### config.mk
export PLATFORM = sky130hd
export DESIGN_NAME = palette_mem
export DESIGN_NICKNAME = d
export VERILOG_FILES = /design/src/palette_mem.sv
export VERILOG_INCLUDE_DIRS = /design/src /design/src/src
export SDC_FILE = /design/constraint.sdc
export NUM_CORES = 2
export LEC_CHECK = 0
export BUFFER_PORTS_ARGS = -buffer_cell sky130_fd_sc_hd__buf_2
export CAP_MARGIN = 20
export CELL_PAD_IN_SITES_DETAIL_PLACEMENT = 0
export CELL_PAD_IN_SITES_GLOBAL_PLACEMENT = 2
export CORE_MARGIN = 2
export CORE_UTILIZATION = 50
export CTS_CLUSTER_SIZE = 40
export DETAILED_ROUTE_END_ITERATION = 10
export GPL_TIMING_DRIVEN = 0
export HOLD_SLACK_MARGIN = 0.05
export MAX_ROUTING_LAYER = met4
export PLACE_DENSITY_LB_ADDON = 0.08
export SETUP_SLACK_MARGIN = 0.5
export SLEW_MARGIN = 20
export SYNTH_ARGS = -nofsm -noshare
export SYNTH_HDL_FRONTEND = slang
export SYNTH_SLANG_ARGS = --single-unit
### constraint.sdc
create_clock -name clk -period 7.1 [get_ports clk]
set_input_delay 0.71 -clock clk [delete_from_list [all_inputs] [get_ports clk]]
set_output_delay 0.71 -clock clk [all_outputs]
set_load 0.03 [all_outputs]
### src/vid_defines.svh
`ifndef VID_DEFINES_SVH
`define VID_DEFINES_SVH

// raster in pixel clocks and lines
`define VID_H_VISIBLE     16
`define VID_H_TOTAL       24
`define VID_H_SYNC_START  18    // hsync on counts 18 and 19
`define VID_H_SYNC_END    20
`define VID_V_VISIBLE     8
`define VID_V_TOTAL       12
`define VID_V_SYNC_START  9     // vsync on lines 9 and 10
`define VID_V_SYNC_END    11

// memory depths
`define VID_VRAM_DEPTH    4096  // 16-bit words
`define VID_PAL_DEPTH     256

`define VID_INTR_BITS     4     // vblank, line compare, two software

`endif
### src/palette_mem.sv
`timescale 1ns/1ps
`include "vid_defines.svh"

module palette_mem (
    input  logic        clk,
    input  logic        wr_i,
    input  logic [7:0]  wr_addr_i,
    input  logic [15:0] wr_data_i,
    input  logic [7:0]  rd_addr_i,
    output logic [15:0] rd_data_o   // 11:0 is r, g, b
);

    logic [15:0] mem [`VID_PAL_DEPTH];

    always_ff @(posedge clk) begin
        if (wr_i) begin
            mem[wr_addr_i] <= wr_data_i;
        end
        rd_data_o <= mem[rd_addr_i];    // read every clock for video
    end

endmodule

==> results.yml <==
power:
  vdd_drop_max_mv: 0.221
  p_leak_nw: 57.9
  finalPower_mw: 51.9
  power_density_over_the_cells_mw_per_mm2: 284
global_route:
  global_route_wire_length_before_repair_um: 691000
  grt_start_max_net_pins: 125
  grt_most_used_layer: "met2"
  first_global_vias: 79979
  grt_util_all_layers: 0.329
  grt_util_met2: 0.470
  gr-usage-met3: 0.0749
  globalRouteOverflowTotal: 0
  use_met1: 0.468
  initial_antenna_violation_count: 48
worst_hold_path:
  hold_path.startpoint: "wr_data_i[13]"
  min_delay_path_depth: 1
  whs_endpoint: "mem[127][13]"
  worstHoldPathType: "primary input to flip-flop"
synthesis:
  synthDominantCellAreaShare: 0.775
  synth_cell_types: 52
  synth_top_flop_cell: "sky130_fd_sc_hd__edfxtp_1"
  synthesized_area_mm2: 0.159
  synth.area.top_cells: "sky130_fd_sc_hd__edfxtp_1 (77%), sky130_fd_sc_hd__mux4_2 (11%), sky130_fd_sc_hd__mux2i_1 (3.6%)"
  ys_seq_elements: 4112
  postSynthAreaPerCell_um2: 21.6
  synthesis.yosys.warnings: 0
  postSynthCellCount: 7360
  edff_count_synth: 4096
  syn_nets: 7394
  ys_seq_area_frac: 0.777
  synth_async_sr_flop_share: 0
  synth.largest_area_cell: "sky130_fd_sc_hd__edfxtp_1"
layout:
  area_delta_synth_final_pct: 15.4
  drive_above_1_share: 0.278
  mostFrequentLayoutCell: "sky130_fd_sc_hd__edfxtp_1"
  final_net_count: 8108
  final.fill_count: 23006
  register_cell_area_after_layout_mm2: 0.123
  finalCoreUtilization: 0.580
  most_frequent_cells_in_the_layout: "sky130_fd_sc_hd__edfxtp_1 (4096), sky130_fd_sc_hd__mux4_2 (797), sky130_fd_sc_hd__mux2i_1 (565)"
  multiInputGateArea_mm2: 0.0339
timing:
  tmin_final_ns: 5.44
  worst_clock_skew_ns: 0.0452
  timing.hold.ws_ns: 0.126
  worst_slew_pin_slew_ns: 1.31
  max_clock_freq_mhz: 184
  report.final.setup_viol: 0
  hold_violations: 0
  worst_slew_margin_rel: 0.117
  rsz0062_at_grt: "no"
  layout_worst_path_cycle_share: 0.767
  totalNegativeSetupSlack_ns: 0
  maxSlewViolCount: 0
floorplan:
  floorplan.core_area_mm2: 0.315
  design.die.area_mm2: 0.322
  top_level_ports: 50
  num_rows: 206
  dieWidth_um: 567
  initial_core_utilization: 0.503
  dieHeight_um: 567
outcome:
  outcome: "complete, no violations"
critical_path:
  longest_individual_stage_delay_on_the_worst_path_ns: 1.08
  timing.critical_path.slowest_stage_cell: "sky130_fd_sc_hd__nor3_1"
  timing.reg2reg.worst_path_depth: 6
  timing.rr.start: "mem[160][5]"
  path_depth: 9
  worst-path-max-fanout: 10
  worst-endpoint-arrival_ns: 6.17
  regToRegSetupSlack_ns: 3.65
  cp.buffers_inverters: 6
  critical_path_class: "primary input to flip-flop"
  critical_path.startpoint_type: "primary input"
  worstSetupEndpointType: "flip-flop"
  critical_path.most_common_cell: "sky130_fd_sc_hd__clkbuf_1"
  reg2reg_end: "rd_data_o[5]"
  critical_path.cell_chain: "clkbuf_1 -> inv_2 -> buf_2 -> clkbuf_1 -> clkbuf_1 -> clkbuf_1 -> nor3_1 -> nor3_1 -> nor4_1"
  cp.required_ns: 7.82
  crit_family: "buffers and inverters"
cts:
  worstSkewPairLatency_ns: 0.96
  cts-hold-fix-buffers: 1
  htree_num_levels: 5
  clock_path_buffers: 4
  cts-root-buf: "sky130_fd_sc_hd__clkbuf_16"
  clock_sink_count: 4112
  cts_inserted_buffers: 422
  post_cts.repair.setup_buffers: 0
  clk_transition_reported_paths_ns: 0.06
  post_cts_resize_count: 0
  tritoncts: "yes"
drt:
  viasPerCell: 6.63
  dr.pass1.iters: 8
  drc: 0
  routed_wire_length_per_instance_um: 41.0
  drt_iter0_markers: 14158
  routed-via-count: 83724
  routed_wirelength_um: 517000
  drt.antenna.violating_nets: 0
placed_design:
  portBuffers: 39
  routabilityCongestion: 0.984
  place.detailed.hpwl_um: 359000
flow_run:
  maxCapViolCount: 0
[per-layer routing]
layer / share of wire / vias to the layer above
met5: 0 / -
met4: 0.042 / 0
met3: 0.11 / 785
met2: 0.44 / 4806
met1: 0.40 / 45271
li1: - / 32862
[state kept, by name, summed over array words and instances (netlist names)]
signal	count
mem	4096
rd_data_o	16
[power by group]
group | switching (mW) | total, mW | internal (mW) | leakage (nW)
combinational | 2.16 | 3.08 | 0.919 | 14.3
sequential | 0.0151 | 26.8 | 26.8 | 36.9
clock | 9.45 | 22.1 | 12.6 | 6.68
total | 11.6 | 51.9 | 40.3 | 57.9
[cells in the mapped netlist (all sizes together) (38+ instances only)]
cell and n:
edfxtp 4096, mux4 797, mux2i 565, nor2 304, o221ai 253, clkbuf 230, buf 222, a21oi 175
o22ai 148, nor3 92, mux2 88, a22oi 43, nand2 38, o21ai 38
[cell families after synthesis]
family,share of synthesized area
DFF,0.777
muxes,0.155
AOI/OAI and AO/OA,0.0354
and+or+nand+nor,0.0157
buffers and inverters,0.0169
[worst max path at each step]
stage                        end         start  slack, ns
global placement    rd_data_o[1]  rd_addr_i[2]      -0.67
detailed placement  rd_data_o[7]  rd_addr_i[3]       1.03
CTS                 rd_data_o[7]  rd_addr_i[3]       2.04
floorplan            mem[235][0]  wr_addr_i[3]       4.23
finish              rd_data_o[7]  rd_addr_i[3]       1.66
global route        rd_data_o[5]  rd_addr_i[3]       1.92
[area by class of cell]
class                      count  share of cell area
tap                         4160              0.0284
timing repair buffer         290              0.0228
multi-input combinational   2792               0.185
sequential                  4112               0.673
antenna                       26            0.000355
clock inverter               258              0.0136
buffer                       452              0.0153
clock buffer                 528              0.0609
inverter                       4           0.0000820
[stage by stage]
step	setup WS (ns)	area, um2	instances
2_1_floorplan	4.23	159000	7360
3_3_place_gp	-0.670	164000	11559
3_5_place_dp	1.03	169000	11808
4_1_cts	2.04	183000	12595
5_1_grt	1.92	183000	12611
6_report	1.66	183000	12622
[worst reg2reg max path, cell delays in order (launching register included)]
cell and delay, ns:
sky130_fd_sc_hd__edfxtp_1 0.33, sky130_fd_sc_hd__mux2i_1 0.07, sky130_fd_sc_hd__o221ai_1 0.47, sky130_fd_sc_hd__o22ai_1 0.18, sky130_fd_sc_hd__o31ai_1 0.85, sky130_fd_sc_hd__o32ai_2 0.45, sky130_fd_sc_hd__nor4_1 0.90
Power figures use the tool's default switching activity.
