## src/vid_defines.svh

```systemverilog
`ifndef VID_DEFINES_SVH
`define VID_DEFINES_SVH

// raster in pixel clocks and lines
`define VID_H_VISIBLE     16
`define VID_H_TOTAL       24
`define VID_H_SYNC_START  18    // hsync on counts 18 and 19
`define VID_H_SYNC_END    20
`define VID_V_VISIBLE     8
`define VID_V_TOTAL       12
`define VID_V_SYNC_START  9     // vsync on lines 9 and 10
`define VID_V_SYNC_END    11

// memory depths
`define VID_VRAM_DEPTH    4096  // 16-bit words
`define VID_PAL_DEPTH     256

`define VID_INTR_BITS     4     // vblank, line compare, two software

`endif
```

## src/bus_pkg.sv

```systemverilog
package bus_pkg;

    // cpu visible register numbers, 8..15 read as zero
    typedef enum logic [3:0] {
        XR_ADDR  = 4'd0,
        XR_DATA  = 4'd1,
        RD_ADDR  = 4'd2,
        WR_ADDR  = 4'd3,
        DATA     = 4'd4,
        WR_INCR  = 4'd5,
        SYS_CTRL = 4'd6,
        INTR_CLR = 4'd7
    } reg_num_e;

    // xr address seen as a video register number
    typedef struct packed {
        logic       is_mem;
        logic [9:0] spare;
        logic [4:0] reg_num;
    } xr_reg_view_t;

    // same word seen as memory region plus offset
    typedef struct packed {
        logic        is_mem;
        logic        spare;
        logic [1:0]  region;
        logic [11:0] offset;
    } xr_mem_view_t;

    typedef union packed {
        xr_reg_view_t r;
        xr_mem_view_t m;
    } xr_addr_u;

    // cpu side memory request, held until taken
    typedef struct packed {
        logic        vram_sel;
        logic        xr_sel;
        logic        wr;
        logic [3:0]  mask;      // vram nibble enables
        logic [15:0] addr;
        logic [15:0] wdata;
    } mem_req_t;

endpackage

```

## src/bus_regs.sv

```systemverilog
`timescale 1ns/1ps
`include "vid_defines.svh"

module bus_regs import bus_pkg::*; (
    input  logic                      clk,
    input  logic                      reset_i,
    input  logic                      bus_cs_n_i,     // access strobe, active low
    input  logic                      bus_rd_nwr_i,   // 1 = read, 0 = write
    input  logic [3:0]                bus_reg_num_i,
    input  logic                      bus_bytesel_i,  // 0 = even/high byte, 1 = odd/low
    input  logic [7:0]                bus_data_i,
    output logic [7:0]                bus_data_o,
    input  logic                      vgen_sel_i,     // video owns vram this cycle
    output mem_req_t                  req_o,
    output logic [`VID_INTR_BITS-1:0] intr_mask_o,
    output logic [`VID_INTR_BITS-1:0] intr_clear_o,   // one cycle pulse
    input  logic [15:0]               rdata_i,        // vram word
    input  logic                      rdata_valid_i,
    input  logic [15:0]               xr_rdata_i
);

    logic [7:0]  hi_byte;       // even byte waits for the odd one
    logic [15:0] xr_addr;
    logic [15:0] rd_addr;
    logic [15:0] wr_addr;
    logic [15:0] wr_incr;
    logic [15:0] sys_ctrl;      // 3:0 intr mask, 11:8 nibble mask
    logic [15:0] rd_data;       // latched vram read
    logic [15:0] xr_rd_data;    // latched xr read
    logic        xr_load;
    logic        wr_stb;
    logic        rd_stb;
    logic [15:0] wr_word;
    logic [15:0] rd_word;
    reg_num_e    reg_num;

    assign reg_num     = reg_num_e'(bus_reg_num_i);
    assign wr_stb      = ~bus_cs_n_i & ~bus_rd_nwr_i & bus_bytesel_i;    // commit
    assign rd_stb      = ~bus_cs_n_i & bus_rd_nwr_i & bus_bytesel_i;
    assign wr_word     = {hi_byte, bus_data_i};
    assign intr_mask_o = sys_ctrl[`VID_INTR_BITS-1:0];

    // byte read straight from registered state
    always_comb begin
        case (reg_num)
            XR_ADDR:  rd_word = xr_addr;
            XR_DATA:  rd_word = xr_rd_data;
            RD_ADDR:  rd_word = rd_addr;
            WR_ADDR:  rd_word = wr_addr;
            DATA:     rd_word = rd_data;
            WR_INCR:  rd_word = wr_incr;
            SYS_CTRL: rd_word = sys_ctrl;
            default:  rd_word = 16'h0000;
        endcase
    end

    assign bus_data_o = bus_bytesel_i ? rd_word[7:0] : rd_word[15:8];

    always_ff @(posedge clk) begin
        if (~bus_cs_n_i & ~bus_rd_nwr_i & ~bus_bytesel_i) begin
            hi_byte <= bus_data_i;
        end
    end

    always_ff @(posedge clk) begin
        if (reset_i) begin
            xr_addr      <= '0;
            rd_addr      <= '0;
            wr_addr      <= '0;
            wr_incr      <= 16'h0001;
            sys_ctrl     <= '0;
            rd_data      <= '0;
            xr_rd_data   <= '0;
            xr_load      <= 1'b0;
            req_o        <= '0;
            intr_clear_o <= '0;
        end else begin
            intr_clear_o <= '0;
            req_o.xr_sel <= 1'b0;                       // xr never waits
            xr_load      <= req_o.xr_sel & ~req_o.wr;
            if (xr_load) begin
                xr_rd_data <= xr_rdata_i;
            end
            if (rdata_valid_i) begin
                rd_data <= rdata_i;
            end
            // vram request slips in on a free cycle, then auto increment
            if (req_o.vram_sel && !vgen_sel_i) begin
                req_o.vram_sel <= 1'b0;
                if (req_o.wr) begin
                    wr_addr <= wr_addr + wr_incr;
                end else begin
                    rd_addr <= rd_addr + wr_incr;
                end
            end
            if (wr_stb) begin
                case (reg_num)
                    XR_ADDR: begin
                        xr_addr      <= wr_word;
                        req_o.xr_sel <= 1'b1;            // fetch register for XR_DATA
                        req_o.wr     <= 1'b0;
                        req_o.addr   <= wr_word;
                    end
                    XR_DATA: begin
                        req_o.xr_sel <= 1'b1;
                        req_o.wr     <= 1'b1;
                        req_o.addr   <= xr_addr;
                        req_o.wdata  <= wr_word;
                    end
                    RD_ADDR: begin
                        rd_addr        <= wr_word;
                        req_o.vram_sel <= 1'b1;          // prefetch
                        req_o.wr       <= 1'b0;
                        req_o.addr     <= wr_word;
                    end
                    WR_ADDR:  wr_addr <= wr_word;
                    DATA: begin
                        req_o.vram_sel <= 1'b1;
                        req_o.wr       <= 1'b1;
                        req_o.mask     <= sys_ctrl[11:8];
                        req_o.addr     <= wr_addr;
                        req_o.wdata    <= wr_word;
                    end
                    WR_INCR:  wr_incr <= wr_word;
                    SYS_CTRL: sys_ctrl <= wr_word;
                    INTR_CLR: intr_clear_o <= wr_word[`VID_INTR_BITS-1:0];
                    default: ;
                endcase
            end else if (rd_stb && reg_num == DATA) begin
                req_o.vram_sel <= 1'b1;                  // next word at advanced addr
                req_o.wr       <= 1'b0;
                req_o.addr     <= rd_addr;
            end
        end
    end

endmodule

```

## config.mk

```make
export PLATFORM = sky130hd
export DESIGN_NAME = bus_regs
export DESIGN_NICKNAME = d
export VERILOG_FILES = /design/src/bus_pkg.sv /design/src/bus_regs.sv
export VERILOG_INCLUDE_DIRS = /design/src /design/src/src
export SDC_FILE = /design/constraint.sdc
export NUM_CORES = 1
export LEC_CHECK = 0
export BUFFER_PORTS_ARGS = -buffer_cell sky130_fd_sc_hd__buf_2
export CELL_PAD_IN_SITES_DETAIL_PLACEMENT = 2
export CELL_PAD_IN_SITES_GLOBAL_PLACEMENT = 2
export CORE_UTILIZATION = 35
export DETAILED_ROUTE_END_ITERATION = 16
export GPL_ROUTABILITY_DRIVEN = 0
export GPL_TIMING_DRIVEN = 0
export PLACE_DENSITY_LB_ADDON = 0.1
export SYNTH_ARGS = -nofsm -noshare
export SYNTH_HDL_FRONTEND = slang
export SYNTH_SLANG_ARGS = --single-unit
```

## constraint.sdc

```tcl
create_clock -name clk -period 4.6 [get_ports clk]
set_input_delay 0.92 -clock clk [delete_from_list [all_inputs] [get_ports clk]]
set_output_delay 0.92 -clock clk [all_outputs]
set_load 0.01 [all_outputs]
```

==> impl_results.md, run 1 <==
- Run status: completed
- Vias: 9,033
- Worst reg2reg setup slack: 1.50 ns
- Maximum VDD drop: 218.7 uV
- Final WL: 40,770 um
- CTS root buf: clkbuf_16
- Initial Utilization: 0.3549
- Synth Instances: 1,054
- Final period utilization: 0.9036
- Storage element area: 3363 sq um
- Total negative setup slack: 0 ns
- Post-CTS setup buffer count: 0
- Critical-path maximum fanout: 10
- Post-route ant nets: 0
- FF-to-FF End: wr_addr[14]
- Layout cells sized above 1: 0.1560
- Net Switching: 0.9119 mW
- Width of the die: 158.8 um
- Largest net degree at the start of global routing: 18
- Number of gates resized after cts: 0
- Pre-Repair DR Iteration Count: 6
- Flop pwr share: 0.470
- Area grow syn2layout: 17.16%
- Synth cell types: 69
- FF+latch count, synth: 164
- Fill count: 2,773
- I/O Pins: 106
- M3 GR Usage: 0.05381
- Pin slew with the least headroom to its limit: 1.310 ns
- Post-synth top flop: dfxtp_1
- Mapped Avg Cell Area: 8.164 sq um
- Syn_nets: 1,137
- Top post-synthesis cells by area: dfxtp_1 (36%), nand2_1 (10%), a21oi_1 (6.7%), mux2i_1 (4.4%), ha_1 (4.4%)
- Sink Count: 164
- Area leader, netlist: dfxtp_1
- CTS tree: built
- Reg2Reg Launch Point: wr_incr[0]
- GR peak layer: met2
- Die height: 158.8 um
- Clock share of power: 0.460
- Multi-input logic area: 4872 sq um
- # port buffers: 100
- Total power: 3.162 mW
- Hold Path Class: reg -> reg
- WS Path Type: in -> out
- Worst-path clk slew: 0.07 ns
- Clock Tree Buf Depth: 2
- Global Route Usage Sum: 0.3264
- DR WL/cell: 27.00 um
- Ys Warns: 0
- H-tree depth: 4
- Core area: 24,250 sq um
- Sequential area share after synthesis: 0.3909
- Max Slew Vio Count: 0
- First-pass GRT wire length: 60,480 um
- GR Overflow Total: 0
- Hold-fix buffers at CTS: 0
- Via density: 5.982
- Grt met1 use: 0.4037
- Max cap viols: 0
- Most common cell after layout, fill and taps aside: nand2_1
- Antenna cells: 0
- Setup WS pre-CTS: 0.5464 ns
- Max_slew headroom: 0.1198
- # setup viols final: 0
- Minimum clock period: 4.157 ns
- Asr flop ratio synth: 0
- Row cnt: 57
- WHS Endpoint: req_o[35]
- Initial antenna violation count: 0
- Worst Reg2Reg Path Length in Cells: 9
- Max Clk Rate: 240.6 MHz
- Post-layout net count: 1,256
- Worst Clk Skew: 0.01520 ns
- Power per cell area: 313.7 nW/um^2
- GR Util met2: 0.5488
- Crit path arrival time: 3.24 ns
- Residual DRC: 0
- Share of the synthesized area in the top cell type: 0.3629
- Fin area: 10,080 sq um
- Sw Share: 0.2884
- Worst hold start: req_o[35]
- Critical Path RT: 3.68 ns
- Comb power frac: 0.070
- Final WS setup: 0.4435 ns
- Critical Path Source Type: primary input
- Post-placement cell area: 9510 sq um
- Most frequent cells in the layout: nand2_1 (230), dfxtp_1 (156), a21oi_1 (116)
- Die area: 25,220 sq um
- Setup crit end kind: output port
- Post-Syn Area: 8605 sq um
- EDFF count, synth: 8
- Worst-Skew Late Latency: 0.44 ns
- Pint: 2.250 mW
- RSZ-0062 raised after global routing: no
- Vias in the first global route: 9,435
- Final hold vios: 0
- Hold Path Stages: 2
- 1st-iter DRT viols: 804
- Leak pwr: 3.779 nW
- Post-DP HPWL: 30,200 um
- Num CTS Buffers: 17
final cells by class:
| cell class | count | share of cell area |
|---|---|---|
| inverters | 4 | 0.001489 |
| flip-flops and latches | 164 | 0.3336 |
| clock buffers | 18 | 0.04356 |
| well taps | 324 | 0.04021 |
| multi-input cells | 808 | 0.4833 |
| repair buffers | 100 | 0.04965 |
| clock inverters | 14 | 0.01303 |
| plain buffers | 78 | 0.03512 |
worst max-delay path, cell delays in order:
cell and delay, ns:
buf_4 0.16, nor4b_4 0.67, clkbuf_1 0.71, a21oi_1 0.27, a31oi_1 0.32, buf_2 0.18
flip-flops by register name (all words and copies together), names as in the netlist:
name	count
req_o	39
rd_addr	16
wr_addr	16
xr_addr	16
wr_incr	16
intr_clear_o	4
rd_data	16
xr_rd_data	16
hi_byte	8
sys_ctrl	16
xr_load	1
cells in the mapped netlist, drive strengths merged (5+ instances only):
| master | number |
|---|---|
| buf | 25 |
| xor2 | 5 |
| ha | 30 |
| edfxtp | 8 |
| a211oi | 11 |
| a2111oi | 8 |
| xnor2 | 16 |
| a21oi | 117 |
| a31oi | 10 |
| a222oi | 9 |
| nor2 | 88 |
| mux2 | 9 |
| o211ai | 20 |
| nand3b | 5 |
| nor3 | 21 |
| o21ai | 25 |
| and2 | 7 |
| nand3 | 26 |
| dfxtp | 156 |
| a311oi | 15 |
| nand4 | 6 |
| nand2 | 231 |
| mux2i | 38 |
| a22oi | 42 |
| clkbuf | 53 |
| a21o | 13 |
cells by family (layout without fill, tap and decap cells):
kind of cell / Yosys count / count (layout) / synth area share
simple gates: 413 / 413 / 0.2136
fa+ha+maj: 32 / 32 / 0.04828
flops: 164 / 164 / 0.3909
buf+inv: 82 / 214 / 0.04289
xor+xnor: 21 / 21 / 0.02137
mux: 47 / 47 / 0.05598
compound gates: 295 / 295 / 0.2270
metrics by stage:
stage	hold slack, ns	instances	util
floorplan	0.4357	1054	-
global placement	0.4414	1478	0.3922
detailed placement	0.4489	1478	0.3922
CTS	0.4603	1510	0.4157
global route	0.4774	1510	0.4157
finish	0.4541	1510	0.4157
worst max path at each step:
stage	startpoint	endpoint	slack (ns)	cells after the start
2_1_floorplan	bus_reg_num_i[3]	bus_data_o[4]	1.35	7
3_3_place_gp	bus_reg_num_i[0]	bus_data_o[6]	0.57	6
3_5_place_dp	bus_reg_num_i[0]	bus_data_o[6]	0.55	6
4_1_cts	bus_reg_num_i[0]	bus_data_o[6]	0.48	6
5_1_grt	bus_reg_num_i[1]	bus_data_o[1]	0.36	10
6_report	bus_reg_num_i[0]	bus_data_o[6]	0.44	6
power groups by stage:
stage,logic [mW],registers [mW],clock network [mW]
final,0.221,1.49,1.46
after global routing,0.235,1.48,1.51
after CTS,0.220,1.48,1.46
after detailed placement,0.217,1.52,0
after global placement,0.213,1.52,0
after floorplan,0.117,1.49,0
layer usage:
layer  vias to the layer above  share of wire
li1                       4044              -
met1                      4548           0.42
met2                       342           0.48
met3                        99          0.056
met4                         0          0.050
met5                         -              0
Note: power is estimated with default switching activity, not from simulation.
==> run 2, diff against run 1 <==
- CORE_MARGIN: unset -> 2
- REMOVE_ABC_BUFFERS: unset -> 1
==> run 2 against run 1 <==
Net effect:
- total power down 0.86%
- worst hold slack lost 0.0028 ns
- clock skew is 0.0033 ns lower
- sequential power about the same
- maximum frequency fell by 7.2%
- sequential share of layout area grew 0.59 points
- via count decreased by 6.4%
- global-route usage decreased by 4.3 points
- critical endpoint is now bus_data_o[7]
- largest cell class unchanged
- highest routed layer unchanged
==> impl_results.md, run 2 (synthesis results as in run 1) <==
- Most frequent cells in the layout: nand2_1 (230), dfxtp_1 (156), a21oi_1 (116) (unchanged)
- First-pass GRT wire length: 55,060 um (was 60,480 um)
- 1st-iter DRT viols: 514 (was 804)
- Post-layout net count: 1,191 (was 1,256)
- Antenna cells: 0 (unchanged)
- Total power: 3.135 mW (was 3.162 mW)
- Minimum clock period: 4.481 ns (was 4.157 ns)
- Post-CTS setup buffer count: 0 (unchanged)
- Met2 wire length: 16,720 um (was 19,370 um)
- Num CTS Buffers: 17 (unchanged)
- Leak pwr: 3.680 nW (was 3.779 nW)
- I/O Pins: 106 (unchanged)
- DR WL met3: 1900 um (was 2294 um)
- Max_slew headroom: 0.07624 (was 0.1198)
- Clock Tree Buf Depth: 2 (unchanged)
- Max cap viols: 0 (unchanged)
- Final WL: 36,360 um (was 40,770 um)
- Initial antenna violation count: 0 (unchanged)
- Global Route Usage Sum: 0.2838 (was 0.3264)
- Hold Path Stages: 2 (unchanged)
- Row cnt: 57 (unchanged)
- Flip-flop count of the largest register after layout: 39 (unchanged)
- Number of gates resized after cts: 1 (was 0)
- WS Path Type: in -> out (unchanged)
- Sink Count: 164 (unchanged)
- Power per cell area: 316.5 nW/um^2 (was 313.7 nW/um^2)
- Critical Path RT: 3.68 ns (about the same)
- Worst Reg2Reg Path Length in Cells: 9 (unchanged)
- Setup WS pre-CTS: 0.002844 ns (was 0.5464 ns)
- Max Clk Rate: 223.1 MHz (was 240.6 MHz)
- Vias: 8,459 (was 9,033)
- Setup crit end kind: output port (unchanged)
- DR WL/cell: 25.16 um (was 27.00 um)
- Critical-path maximum fanout: 18 (was 10)
- Run status: completed (unchanged)
- H-tree depth: 4 (unchanged)
- Core area: 24,250 sq um (unchanged)
- Layout cells sized above 1: 0.1570 (was 0.1560)
- CTS tree: built (unchanged)
- Hold Path Class: reg -> reg (unchanged)
- Pre-Repair DR Iteration Count: 6 (unchanged)
- Pin slew with the least headroom to its limit: 1.378 ns (was 1.310 ns)
- CTS root buf: clkbuf_16 (unchanged)
- Post-DP HPWL: 25,140 um (was 30,200 um)
- Hold-fix buffers at CTS: 0 (unchanged)
- Area grow syn2layout: 15.11% (was 17.16%)
- Worst-Skew Late Latency: 0.44 ns (about the same)
- # setup viols final: 0 (unchanged)
- Register bank with the most flops: req_o (unchanged)
- Maximum VDD drop: 224.9 uV (was 218.7 uV)
- Width of the die: 160.8 um (was 158.8 um)
- Die height: 160.8 um (was 158.8 um)
- Residual DRC: 0 (unchanged)
- Fill count: 2,768 (was 2,773)
- GR Overflow Total: 0 (unchanged)
- DR top layer: met4 (unchanged)
- Most common cell after layout, fill and taps aside: nand2_1 (unchanged)
- Worst-path clk slew: 0.07 ns (about the same)
- # port buffers: 105 (was 100)
- Final hold vios: 0 (unchanged)
- Via density: 5.854 (was 5.982)
- Critical Path Source Type: primary input (unchanged)
- Vias in the first global route: 8,783 (was 9,435)
- Max Slew Vio Count: 0 (unchanged)
- M1 wire length: 16,440 um (was 17,080 um)
- Post-route ant nets: 0 (unchanged)
- RSZ-0062 raised after global routing: no (unchanged)
- Final WS setup: 0.1186 ns (was 0.4435 ns)
- Final period utilization: 0.9742 (was 0.9036)
- Die area: 25,860 sq um (was 25,220 sq um)
- Largest net degree at the start of global routing: 83 (was 18)
- Crit path arrival time: 3.56 ns (was 3.24 ns)
- Worst Clk Skew: 0.01187 ns (was 0.01520 ns)
- Initial Utilization: 0.3549 (unchanged)
run 2: changes by cell type in the layout (fill, tap and decap cells not counted), sizes merged:
cell | before | now
inv | 16 | 11
clkinvlp | 0 | 2
clkinv | 2 | 6
buf | 125 | 113
clkbuf | 71 | 17
run 2: path summary, 6_finish.rpt:
path	start	end	slack, ns
setup reg to reg	wr_addr[0]	wr_addr[14]	1.45
hold reg to reg	req_o[20]	req_o[20]	0.45
hold / removal	req_o[20]	req_o[20]	0.45
setup / recovery	bus_reg_num_i[3]	bus_data_o[7]	0.12
run 2: worst max-delay path, stage by stage:
cell and delay, ns:
buf_2 0.43, nand2b_1 0.33, nor2_2 0.23, a22oi_1 0.18
o21ai_0 0.19, a2111oi_0 0.94, a31oi_1 0.13, buf_2 0.20
run 2: cell type report:
type / instances / area (sq um) / area share
inverters: 4 / 15.01 / 0.001516
clock buffers: 17 / 425.4 / 0.04295
flip-flops and latches: 164 / 3363 / 0.3396
repair buffers: 113 / 646.9 / 0.06531
well taps: 324 / 405.4 / 0.04093
multi-input cells: 808 / 4888 / 0.4936
clock inverters: 15 / 160.2 / 0.01617
run 2: stage by stage:
step | hold WS [ns] | instances | util | TNS [ns] | instance area [sq um]
global placement | 0.4359 | 1405 | 0.3786 | -210.45 | 9181
CTS | 0.4561 | 1444 | 0.4079 | 0 | 9891
finish | 0.4513 | 1445 | 0.4085 | 0 | 9905
global route | 0.4724 | 1445 | 0.4085 | 0 | 9905
detailed placement | 0.4455 | 1412 | 0.3836 | 0 | 9303
floorplan | 0.4297 | 976 | - | 0 | 8250
run 2: layer usage:
layer | global-route usage | up-vias
met4 | 0.1128 | 0
li1 | - | 3912
met1 | 0.3867 | 4242
met2 | 0.4528 | 248
met5 | 0 | -
met3 | 0.04261 | 57
run 2: power breakdown:
group	internal, mW	leakage (nW)	total, mW	switching, mW
Sequential	1.45	1.33	1.48	0.0275
Clock	0.727	0.282	1.45	0.723
Combinational	0.0640	2.06	0.208	0.144
Total	2.24	3.68	3.13	0.895
