===== config.mk =====
export PLATFORM = sky130hd
export DESIGN_NAME = video_timing_gen
export DESIGN_NICKNAME = d
export VERILOG_FILES = /design/src/video_pkg.sv /design/src/video_timing_gen.sv
export VERILOG_INCLUDE_DIRS = /design/src /design/src/src
export SDC_FILE = /design/constraint.sdc
export NUM_CORES = 1
export LEC_CHECK = 0
export ABC_AREA = 1
export BUFFER_PORTS_ARGS = -buffer_cell sky130_fd_sc_hd__buf_4
export CELL_PAD_IN_SITES_DETAIL_PLACEMENT = 1
export CELL_PAD_IN_SITES_GLOBAL_PLACEMENT = 2
export CORE_ASPECT_RATIO = 0.7
export CORE_MARGIN = 8
export CORE_UTILIZATION = 23
export CTS_CLUSTER_SIZE = 12
export DETAILED_ROUTE_END_ITERATION = 8
export GPL_TIMING_DRIVEN = 0
export PLACE_DENSITY = 0.79
export SYNTH_ARGS = -nofsm -noshare
export SYNTH_HDL_FRONTEND = slang
export SYNTH_SLANG_ARGS = --single-unit
export TNS_END_PERCENT = 100

===== constraint.sdc =====
create_clock -name clk -period 1.9 [get_ports clk]
set_input_delay 0.38 -clock clk [delete_from_list [all_inputs] [get_ports clk]]
set_output_delay 0.38 -clock clk [all_outputs]
set_load 0.02 [all_outputs]

===== src/vid_defines.svh =====
`ifndef VID_DEFINES_SVH
`define VID_DEFINES_SVH

// raster in pixel clocks and lines
`define VID_H_VISIBLE     16
`define VID_H_TOTAL       24
`define VID_H_SYNC_START  18    // hsync on counts 18 and 19
`define VID_H_SYNC_END    20
`define VID_V_VISIBLE     8
`define VID_V_TOTAL       12
`define VID_V_SYNC_START  9     // vsync on lines 9 and 10
`define VID_V_SYNC_END    11

// memory depths
`define VID_VRAM_DEPTH    4096  // 16-bit words
`define VID_PAL_DEPTH     256

`define VID_INTR_BITS     4     // vblank, line compare, two software

`endif

===== src/video_pkg.sv =====
package video_pkg;

    // xr memory regions, 1..3 reserved
    typedef enum logic [1:0] {
        PALETTE = 2'd0
    } xr_region_e;

    // video registers in xr space
    typedef enum logic [4:0] {
        DISP_BASE   = 5'd0,
        LINE_CMP    = 5'd1,
        INTR_STATUS = 5'd2,     // read only
        SCANLINE    = 5'd3,     // read only
        INTR_RAISE  = 5'd4      // write only, bits 3:2
    } vreg_e;

    // one pixel clock of display output
    typedef struct packed {
        logic        hsync;
        logic        vsync;
        logic        de;
        logic [11:0] rgb;       // 4 bits each r, g, b
    } pixel_t;

endpackage


===== src/video_timing_gen.sv =====
`timescale 1ns/1ps
`include "vid_defines.svh"

module video_timing_gen import video_pkg::*; (
    input  logic                      clk,
    input  logic                      reset_i,
    input  logic                      reg_wr_i,
    input  vreg_e                     reg_num_i,
    input  logic [15:0]               reg_data_i,
    output logic [15:0]               reg_data_o,
    input  logic [`VID_INTR_BITS-1:0] intr_status_i,
    output logic [`VID_INTR_BITS-1:0] intr_signal_o,  // pulses
    output logic                      fetch_sel_o,
    output logic [15:0]               fetch_addr_o,
    input  logic [15:0]               fetch_data_i,   // word one cycle after fetch
    output logic [7:0]                color_index_o,
    output pixel_t                    timing_o        // rgb left zero
);

    logic [4:0]  h_cnt;
    logic [3:0]  v_cnt;
    logic [15:0] disp_base;
    logic [15:0] line_cmp;
    logic        h_vis;
    logic        v_vis;

    assign h_vis = h_cnt < 5'(`VID_H_VISIBLE);
    assign v_vis = v_cnt < 4'(`VID_V_VISIBLE);

    // one word per pixel pair, 8 words per line
    assign fetch_sel_o   = h_vis & v_vis & ~h_cnt[0];
    assign fetch_addr_o  = disp_base + {10'b0, v_cnt[2:0], h_cnt[3:1]};
    assign color_index_o = fetch_data_i[7:0];   // low byte is palette index

    always_ff @(posedge clk) begin
        if (reset_i) begin
            h_cnt <= '0;
            v_cnt <= '0;
        end else if (h_cnt == 5'(`VID_H_TOTAL - 1)) begin
            h_cnt <= '0;
            v_cnt <= (v_cnt == 4'(`VID_V_TOTAL - 1)) ? '0 : v_cnt + 1'b1;
        end else begin
            h_cnt <= h_cnt + 1'b1;
        end
    end

    // delayed one clock to line up with the fetched word
    always_ff @(posedge clk) begin
        if (reset_i) begin
            timing_o <= '0;
        end else begin
            timing_o.hsync <= h_cnt >= 5'(`VID_H_SYNC_START) && h_cnt < 5'(`VID_H_SYNC_END);
            timing_o.vsync <= v_cnt >= 4'(`VID_V_SYNC_START) && v_cnt < 4'(`VID_V_SYNC_END);
            timing_o.de    <= h_vis & v_vis;
            timing_o.rgb   <= '0;
        end
    end

    always_ff @(posedge clk) begin
        if (reset_i) begin
            disp_base     <= '0;
            line_cmp      <= '0;
            intr_signal_o <= '0;
        end else begin
            intr_signal_o[0]   <= h_cnt == '0 && v_cnt == 4'(`VID_V_VISIBLE);  // vblank
            intr_signal_o[1]   <= h_cnt == '0 && line_cmp == {12'b0, v_cnt};
            intr_signal_o[3:2] <= 2'b00;
            if (reg_wr_i) begin
                case (reg_num_i)
                    DISP_BASE:  disp_base <= reg_data_i;
                    LINE_CMP:   line_cmp <= reg_data_i;
                    INTR_RAISE: intr_signal_o[3:2] <= reg_data_i[3:2];
                    default: ;                          // read only regs
                endcase
            end
        end
    end

    always_comb begin
        case (reg_num_i)
            DISP_BASE:   reg_data_o = disp_base;
            LINE_CMP:    reg_data_o = line_cmp;
            INTR_STATUS: reg_data_o = {12'b0, intr_status_i};
            SCANLINE:    reg_data_o = {12'b0, v_cnt};
            default:     reg_data_o = 16'h0000;
        endcase
    end

endmodule


==> results of run 1 <==
-- routing by layer --
| layer | routed length, um | vias up | part of all wire | global-route usage |
|---|---|---|---|---|
| li1 | - | 1513 | - | - |
| met1 | 5270 | 1424 | 0.49 | 0.171 |
| met2 | 5120 | 60 | 0.47 | 0.223 |
| met3 | 341 | 6 | 0.032 | 0.0207 |
| met4 | 70 | 0 | 0.0065 | 0.0239 |
| met5 | 0 | - | 0 | 0 |
-- cells in the mapped netlist, types with 2 or more instances --
cell type | instances | area share
sky130_fd_sc_hd__nand2_1 | 66 | 0.087
sky130_fd_sc_hd__inv_1 | 58 | 0.077
sky130_fd_sc_hd__dfxtp_1 | 48 | 0.34
sky130_fd_sc_hd__nor2_1 | 38 | 0.050
sky130_fd_sc_hd__o21ai_0 | 34 | 0.060
sky130_fd_sc_hd__a21oi_1 | 30 | 0.053
sky130_fd_sc_hd__buf_4 | 21 | 0.056
sky130_fd_sc_hd__nand3_1 | 20 | 0.035
sky130_fd_sc_hd__o22ai_1 | 15 | 0.033
sky130_fd_sc_hd__nor3_1 | 13 | 0.023
sky130_fd_sc_hd__ha_1 | 11 | 0.049
sky130_fd_sc_hd__xor2_1 | 8 | 0.025
sky130_fd_sc_hd__o21ai_1 | 7 | 0.012
sky130_fd_sc_hd__or2_2 | 6 | 0.013
sky130_fd_sc_hd__clkbuf_1 | 4 | 0.0053
sky130_fd_sc_hd__nand4_1 | 4 | 0.0088
sky130_fd_sc_hd__buf_2 | 3 | 0.0053
sky130_fd_sc_hd__nor2_4 | 3 | 0.012
sky130_fd_sc_hd__buf_6 | 2 | 0.0079
-- flip-flops by register name, indices dropped and copies added, names as in the netlist --
name           count
disp_base         16
h_cnt              5
line_cmp          16
timing_o           3
v_cnt              4
intr_signal_o      4
-- repair_timing --
item                       4_1_cts  5_1_grt
setup buffers                   14        6
resized for setup               63       40
setup endpoints to repair       27       19
pin swaps                       19       22
-- per-stage QoR --
step                      hold slack (ps)  total power [mW]  std cells   util
final                                 324              2.29        683  0.354
after global routing                  319              2.39        683  0.354
after floorplan                       416              1.23        418      -
after global placement                435              1.36        655  0.300
after detailed placement              452              1.37        655  0.300
after CTS                             328              2.30        677  0.341
-- final cells by class --
| type | count | area [um^2] |
|---|---|---|
| Buffer | 31 | 221 |
| Clock buffer | 6 | 139 |
| Clock inverter | 2 | 15.0 |
| Fill cell | 1495 | 7890 |
| Inverter | 58 | 224 |
| Multi-Input combinational cell | 281 | 1750 |
| Sequential cell | 48 | 1000 |
| Tap cell | 162 | 203 |
| Timing Repair Buffer | 95 | 767 |
-- power by group through the flow --
stage	Clock (mW)	Sequential, mW	Combinational [mW]
6_report	0.929	1.03	0.333
5_1_grt	0.994	1.03	0.361
4_1_cts	0.941	1.03	0.324
3_5_place_dp	0	1.06	0.304
3_3_place_gp	0	1.06	0.300
2_1_floorplan	0	1.06	0.169
-- kinds of logic after synthesis --
family	count (synthesis)	share of synthesized area
AO/OA/AOI/OAI	91	0.173
XOR/XNOR	9	0.0278
adder cells (fa/ha/maj)	12	0.0556
buffers and inverters	89	0.153
flip-flops	48	0.339
other	1	0.00132
AND/OR/NAND/NOR	157	0.250
-- worst reg2reg max path: cells and delay by family, from the launching register on --
kind                       cells  cell delay, ps
buffers and inverters          2             300
adders and majority gates      1             160
DFF                            1             360
AOI/OAI and AO/OA              2             210
and+or+nand+nor                2             410
-- how the worst max path moves through the flow --
stage,to,slack [ps],depth (start not counted)
finish,fetch_addr_o[8],-360,10
global route,fetch_addr_o[8],-440,10
floorplan,fetch_addr_o[8],8,9
CTS,fetch_addr_o[8],-350,10
detailed placement,fetch_addr_o[10],-250,10
global placement,fetch_addr_o[10],-200,10
==> summary.md, run 1 <==
The tools report the aggregate routed wire length as 10800 um. For this design, the CTS-stage hold fixing added 0 buffers. The flop and latch count out of synthesis is 48.

The worst hold-check path type was input port to register. The first global-routing pass estimated 16800 um of wire. The mean instance size in the synthesized netlist was 6.97 um^2. The checks that failed: setup timing.

The logs give 0 for the total of max-cap violations and 16 for the largest net degree at the start of global routing. The tools report the type of element launching the critical path as a register. All-layer global routing usage: 0.130. The routed layout has 3003 vias. The analysis attributes to cell leakage a power of 2.03 nW. STA puts the critical path data required time at 1520 ps. Counting both buffers and inverters, the worst setup path holds a total of 2.

Fraction of power spent switching nets: 0.263. The max-slew violation count is 0, and the final setup slack of the worst path is -356 ps. In the routed layout, each cell is associated on average with a via count of 4.40. Once detailed placement completed, the half-perimeter wirelength came to 8600 um.

CTS saw 48 sinks. The run gives 104 as the top-level I/O count. Primary flip-flop cell chosen by synthesis mapping: sky130_fd_sc_hd__dfxtp_1.

Sequential area share after synthesis: 0.339. The die width is 149 um. The clock-pin slew reported for the worst setup and hold paths after clock tree synthesis is 70 ps, and the depth of the CTS H-tree is 2. In the final design database the tool counted 576 nets. At the end of routability-driven placement, the weighted congestion stood at 0.855.

Maximum cell stage delay along the critical path: 390 ps. The most common cell after layout, fill and taps aside is sky130_fd_sc_hd__buf_4. For the final count of hold timing violations, the log shows 0. TritonCTS built the clock tree.

Critical path start-end classification: register to primary output. The worst reg-to-reg path cell count was 7. The part of the cycle the worst path needs works out to 1.19. The total area inside the core boundary comes to 0.0122 mm^2. Among cell families on the critical path, the largest total delay comes from adder cells. The number of antenna violations at the first check in global routing came out at 0. Setup repair after global routing could not meet its margin everywhere. The number of antenna diodes in the final layout is 0.

The logs give 5 for the CTS buffer count and 0.232 for the starting utilization of the core area. Slew at the pin closest to its max-slew limit: 501 ps. The tools report the distinct cell type count of the synthesized netlist as 35. STA puts the critical path data arrival time at 1880 ps. The logs give 3208 for the number of global-route vias before repair and 13 for the final number of setup-violating endpoints.

For the final routed database, the setup TNS stands at -2960 ps. Clock latency on the worst-skew pair, taken at its later pin, is 290 ps. The proportion of layout cells with a drive suffix above 1 came out at 0.409. The logs give 0.145 for the combinational share of power and 0 for the total DRC errors in the routed layout. The run gives 0.00432 mm^2 as the final cell area excluding filler cells.

In this run, the number of DRC markers left after iteration 0 of detailed routing was 114. The tools report the number of warning messages in the yosys log as 0. The flow ran to the end, but the final reports show violations. The tools report the clock network fraction of total power as 0.406. STA classifies the critical path endpoint as a primary output. The root buffer cell chosen for the clock tree is sky130_fd_sc_hd__clkbuf_16. The worst register-to-register path begins at h_cnt[1]. The count of nets left with antenna violations once routing finished came out at 0. In this run the vertical extent of the chip is 109 um.

The endpoint identified for the worst register-to-register timing path is v_cnt[1]. The growth of design area from synthesis to finish was 52.5%. The run gives 0.00366 mm^2 as the instance area at placement. On the final layout, the worst clock skew is 3.51 ps. The worst-path maximum fanout is 3. The run gives 0.0162 mm^2 as the full die area. The number of rows created at floorplan is 34, and the minimum clock period after layout is 2260 ps.

The number of enable flip-flop cells after synthesis works out to 0. Before antenna repair, the detailed router went through 4 iterations. Summing every instance area after synthesis gives 0.00284 mm^2. The sequential power share is 0.449. Internal reg-to-reg setup slack: 350 ps. The path with the worst hold slack has its endpoint at timing_o[12]. The critical path starts at h_cnt[1]. The cell count after synthesis came out at 407.

The critical path goes through ha_4 > fa_2 > nand2_2 > nand2_2 > nand2_4 > inv_4 > nand2_2 > nand2_2 > xor2_2 > buf_6. The worst hold path was traced through 2 stages. The most frequent cell on the critical path is sky130_fd_sc_hd__nand2_2. After detailed routing, the average wire length per cell comes to 15.8 um.

For this run the aggregate overflow at the end of global routing stands at 0. IR analysis of the VDD net gives a maximum drop of 383 uV. The logs give 0.443 GHz for the maximum clock rate and 1.69 mW for the cell internal power dissipation.

The maximum root-to-sink buffer count is 2. The total power divided by cell area came out at 530 mW/mm^2. The proportion of synthesized flip-flops having asynchronous set or reset was 0; the count of buffers from port buffering was 75. In this run the power spent charging and discharging nets is 604 uW. The top cell types in the final layout, fill and taps aside, are sky130_fd_sc_hd__buf_4, sky130_fd_sc_hd__inv_1, sky130_fd_sc_hd__nand2_1, sky130_fd_sc_hd__dfxtp_1, sky130_fd_sc_hd__nor2_1. The startpoint identified for the worst hold timing path is reset_i. The slowest stage of the critical path belongs to the cell sky130_fd_sc_hd__fa_2.

The tools report the pre-CTS setup slack as -249 ps. For the relative slew slack, the log shows 0.666.
Note: power is estimated with default switching activity, not from simulation.
==> run 2, diff against run 1 <==
Settings changed: PLACE_DENSITY 0.79 to default, PLACE_DENSITY_LB_ADDON from default to 0.1.
==> run 2 against run 1 <==
- the run still ends with setup timing left
- die area unchanged
- maximum frequency rose by 2.4%
- combinational power hardly changed
- final cell count grew 0.59%
- largest power group unchanged
==> summary.md, run 2 (synthesized netlist as in run 1, its figures left out) <==
Clock tree synthesis inserted a total of 5 buffers. The net count of the finished layout is 580. For this design, the sink count on the clock tree is 48. For the met3 track demand over resource in global routing, the log shows 0.0282. Data arrives at the worst endpoint at 1820 ps. The final cell area excluding filler cells was 0.00432 mm^2; the sequential power share was 0.452.

The total power divided by cell area is 527 mW/mm^2, and the power spent charging and discharging nets is 590 uW. Setup repair after global routing could not meet its margin everywhere. The instance area at placement came out at 0.00366 mm^2. The cell internal power dissipation was 1.69 mW; the minimum clock period after layout was 2200 ps. The via total after detailed routing is 3044, and the worst-path maximum fanout is 3. The combinational share of power was 0.147.

In the layout the commonest cells are sky130_fd_sc_hd__buf_4, sky130_fd_sc_hd__inv_1, sky130_fd_sc_hd__nand2_1, sky130_fd_sc_hd__nor2_1, sky130_fd_sc_hd__dfxtp_1. The tools report the top-level I/O count as 104. In this run, post-CTS hold repair placed 0 buffers.

For the number of antenna violations at the first check in global routing, the log shows 0. The all-layer global routing usage is 0.140. The logs give 0.232 for the starting utilization of the core area and 3209 for the number of global-route vias before repair. The H-tree was split into 2 levels. The relative slew slack was 0.634; the total DRC errors in the routed layout was 0. The tightest min-delay check is of the input port to register type. The run gives -303 ps as the final setup slack of the worst path. The tools report the type of element launching the critical path as a register. The peak ir drop on the vdd network was 364 uV; the filler cell count in the final layout was 1509. At the worst endpoint, the required time is 1520 ps. The logs give 336 ps for the worst hold slack after final layout and 0.197 for the routing usage on met1. For this block, the initial DRC count from the detailed router was 115. The layer flagged by global routing as most heavily used is met2. The die outline height came out at 109 um. For the aggregate global routing overflow, the log shows 0. The met2 usage came out at 0.215. Routability-driven placement finished with a final weighted congestion of 0.775.

The final count of hold timing violations came out at 0. On the final layout, the worst clock skew is 6.96 ps. The run gives 0 as the max-slew violation count.

The flow ran to the end, but the final reports show violations. The slew at the pin closest to its max-slew limit was 549 ps. The logs give 17700 um for the global-route wire length before repair and 2 for the maximum root-to-sink buffer count.

The tree is rooted in a sky130_fd_sc_hd__clkbuf_16. The count of buffers added on input and output ports is 75. The floorplan step defined a die boundary enclosing 0.0162 mm^2.

Fraction of power spent switching nets: 0.259. For the first-pass iteration count of the detailed router, the log shows 4. In the final layout, the registers with the most flip-flops are disp_base (16), line_cmp (16), h_cnt (5).

Power comes to 2.28 mW. The tools report the aggregate routed wire length as 11300 um. Growth of design area from synthesis to finish: 52.4%. For the maximum clock rate, the log shows 0.454 GHz. TritonCTS built the clock tree. The total of max-cap violations was 0. The logs give 14 for the final number of setup-violating endpoints and 15 for the largest net degree at the start of global routing.

The library cell used most frequently in the layout, excluding fill and tap cells, is sky130_fd_sc_hd__buf_4. 0 antenna diodes ended up in the layout. The final reports fail on setup timing.

In this run the static leakage power is 2.04 nW. The total area inside the core boundary comes to 0.0122 mm^2. The post-detailed-route via-to-cell ratio came out at 4.43. Detailed-placement wirelength estimate: 8980 um. The wire length per cell after detailed routing was 16.5 um. The critical path is of the register to primary output type. Die width: 149 um. The part of the cycle the worst path needs is 1.16.

The count of nets left with antenna violations once routing finished came out at 0. The clock reaches the later pin of the worst-skew pair after 290 ps. Kind of capture point of the worst setup path: a primary output. The clock network fraction of total power came out at 0.401. The floorplan has 34 rows. Proportion of layout cells with a drive suffix above 1: 0.396.

The clock-pin slew reported for the worst setup and hold paths after clock tree synthesis is 70 ps. Once placement completed, the tool counted placed cells totaling 655. The tools report the post-layout instance count excluding filler cells as 687.
## run 2: cell count changes in the layout (fill, tap and decap cells not counted), moves of 2 or more
cell	change
sky130_fd_sc_hd__nor2_1	+2
sky130_fd_sc_hd__nand2_1	+5
sky130_fd_sc_hd__nand3_2	+2
sky130_fd_sc_hd__nand2_2	-5
sky130_fd_sc_hd__buf_6	+2
## run 2: worst paths after layout
kind	startpoint	endpoint	slack [ps]	depth (start not counted)
hold reg to reg	h_cnt[4]	timing_o[12]	450	1
hold / removal	reg_data_i[7]	disp_base[7]	340	3
setup reg to reg	h_cnt[1]	h_cnt[1]	320	7
setup / recovery	disp_base[0]	fetch_addr_o[8]	-300	10
## run 2: final cells by class
type	count	area, um^2	area share
Tap cell	162	203	0.0469
Clock inverter	1	7.51	0.00174
Timing Repair Buffer	98	788	0.182
Sequential cell	48	1000	0.232
Buffer	31	218	0.0504
Clock buffer	7	143	0.0330
Inverter	58	221	0.0512
Multi-Input combinational cell	282	1740	0.402
## run 2: metrics by stage
stage,setup slack (ps),utilization,TNS [ps]
after global routing,-391,0.354,-4150
after global placement,-205,0.300,-2170
after floorplan,7.96,-,0
after CTS,-367,0.345,-3130
after detailed placement,-266,0.300,-2470
final,-303,0.354,-2840
## run 2: power groups by stage
| stage | logic, mW | clock network (mW) | registers (mW) |
|---|---|---|---|
| floorplan | 0.169 | 0 | 1.06 |
| global placement | 0.305 | 0 | 1.06 |
| detailed placement | 0.306 | 0 | 1.06 |
| CTS | 0.329 | 0.937 | 1.03 |
| global route | 0.367 | 0.979 | 1.03 |
| finish | 0.334 | 0.913 | 1.03 |
## run 2: critical path: stages, from the launching register on
cell	delay (ps)
sky130_fd_sc_hd__dfxtp_4	360
sky130_fd_sc_hd__ha_4	160
sky130_fd_sc_hd__fa_2	360
sky130_fd_sc_hd__nand2_2	70
sky130_fd_sc_hd__nand2_2	60
sky130_fd_sc_hd__nand2_4	80
sky130_fd_sc_hd__inv_2	50
sky130_fd_sc_hd__nand2_2	50
sky130_fd_sc_hd__nand2_2	50
sky130_fd_sc_hd__xor2_2	140
sky130_fd_sc_hd__buf_6	140
## run 2: what timing repair did
| action | CTS | global route |
|---|---|---|
| setup endpoints to repair | 25 | 20 |
| buffers inserted | 19 | 4 |
| gates cloned | 0 | 1 |
| gates resized for setup | 71 | 24 |
| pin swaps | 23 | 23 |
| endpoints found under the hold margin | 0 | 0 |
## run 2: per-layer routing
| layer | vias to the layer above | part of all wire |
|---|---|---|
| met4 | 0 | 0.0091 |
| met2 | 78 | 0.42 |
| met5 | - | 0 |
| met1 | 1436 | 0.52 |
| li1 | 1523 | - |
| met3 | 7 | 0.048 |
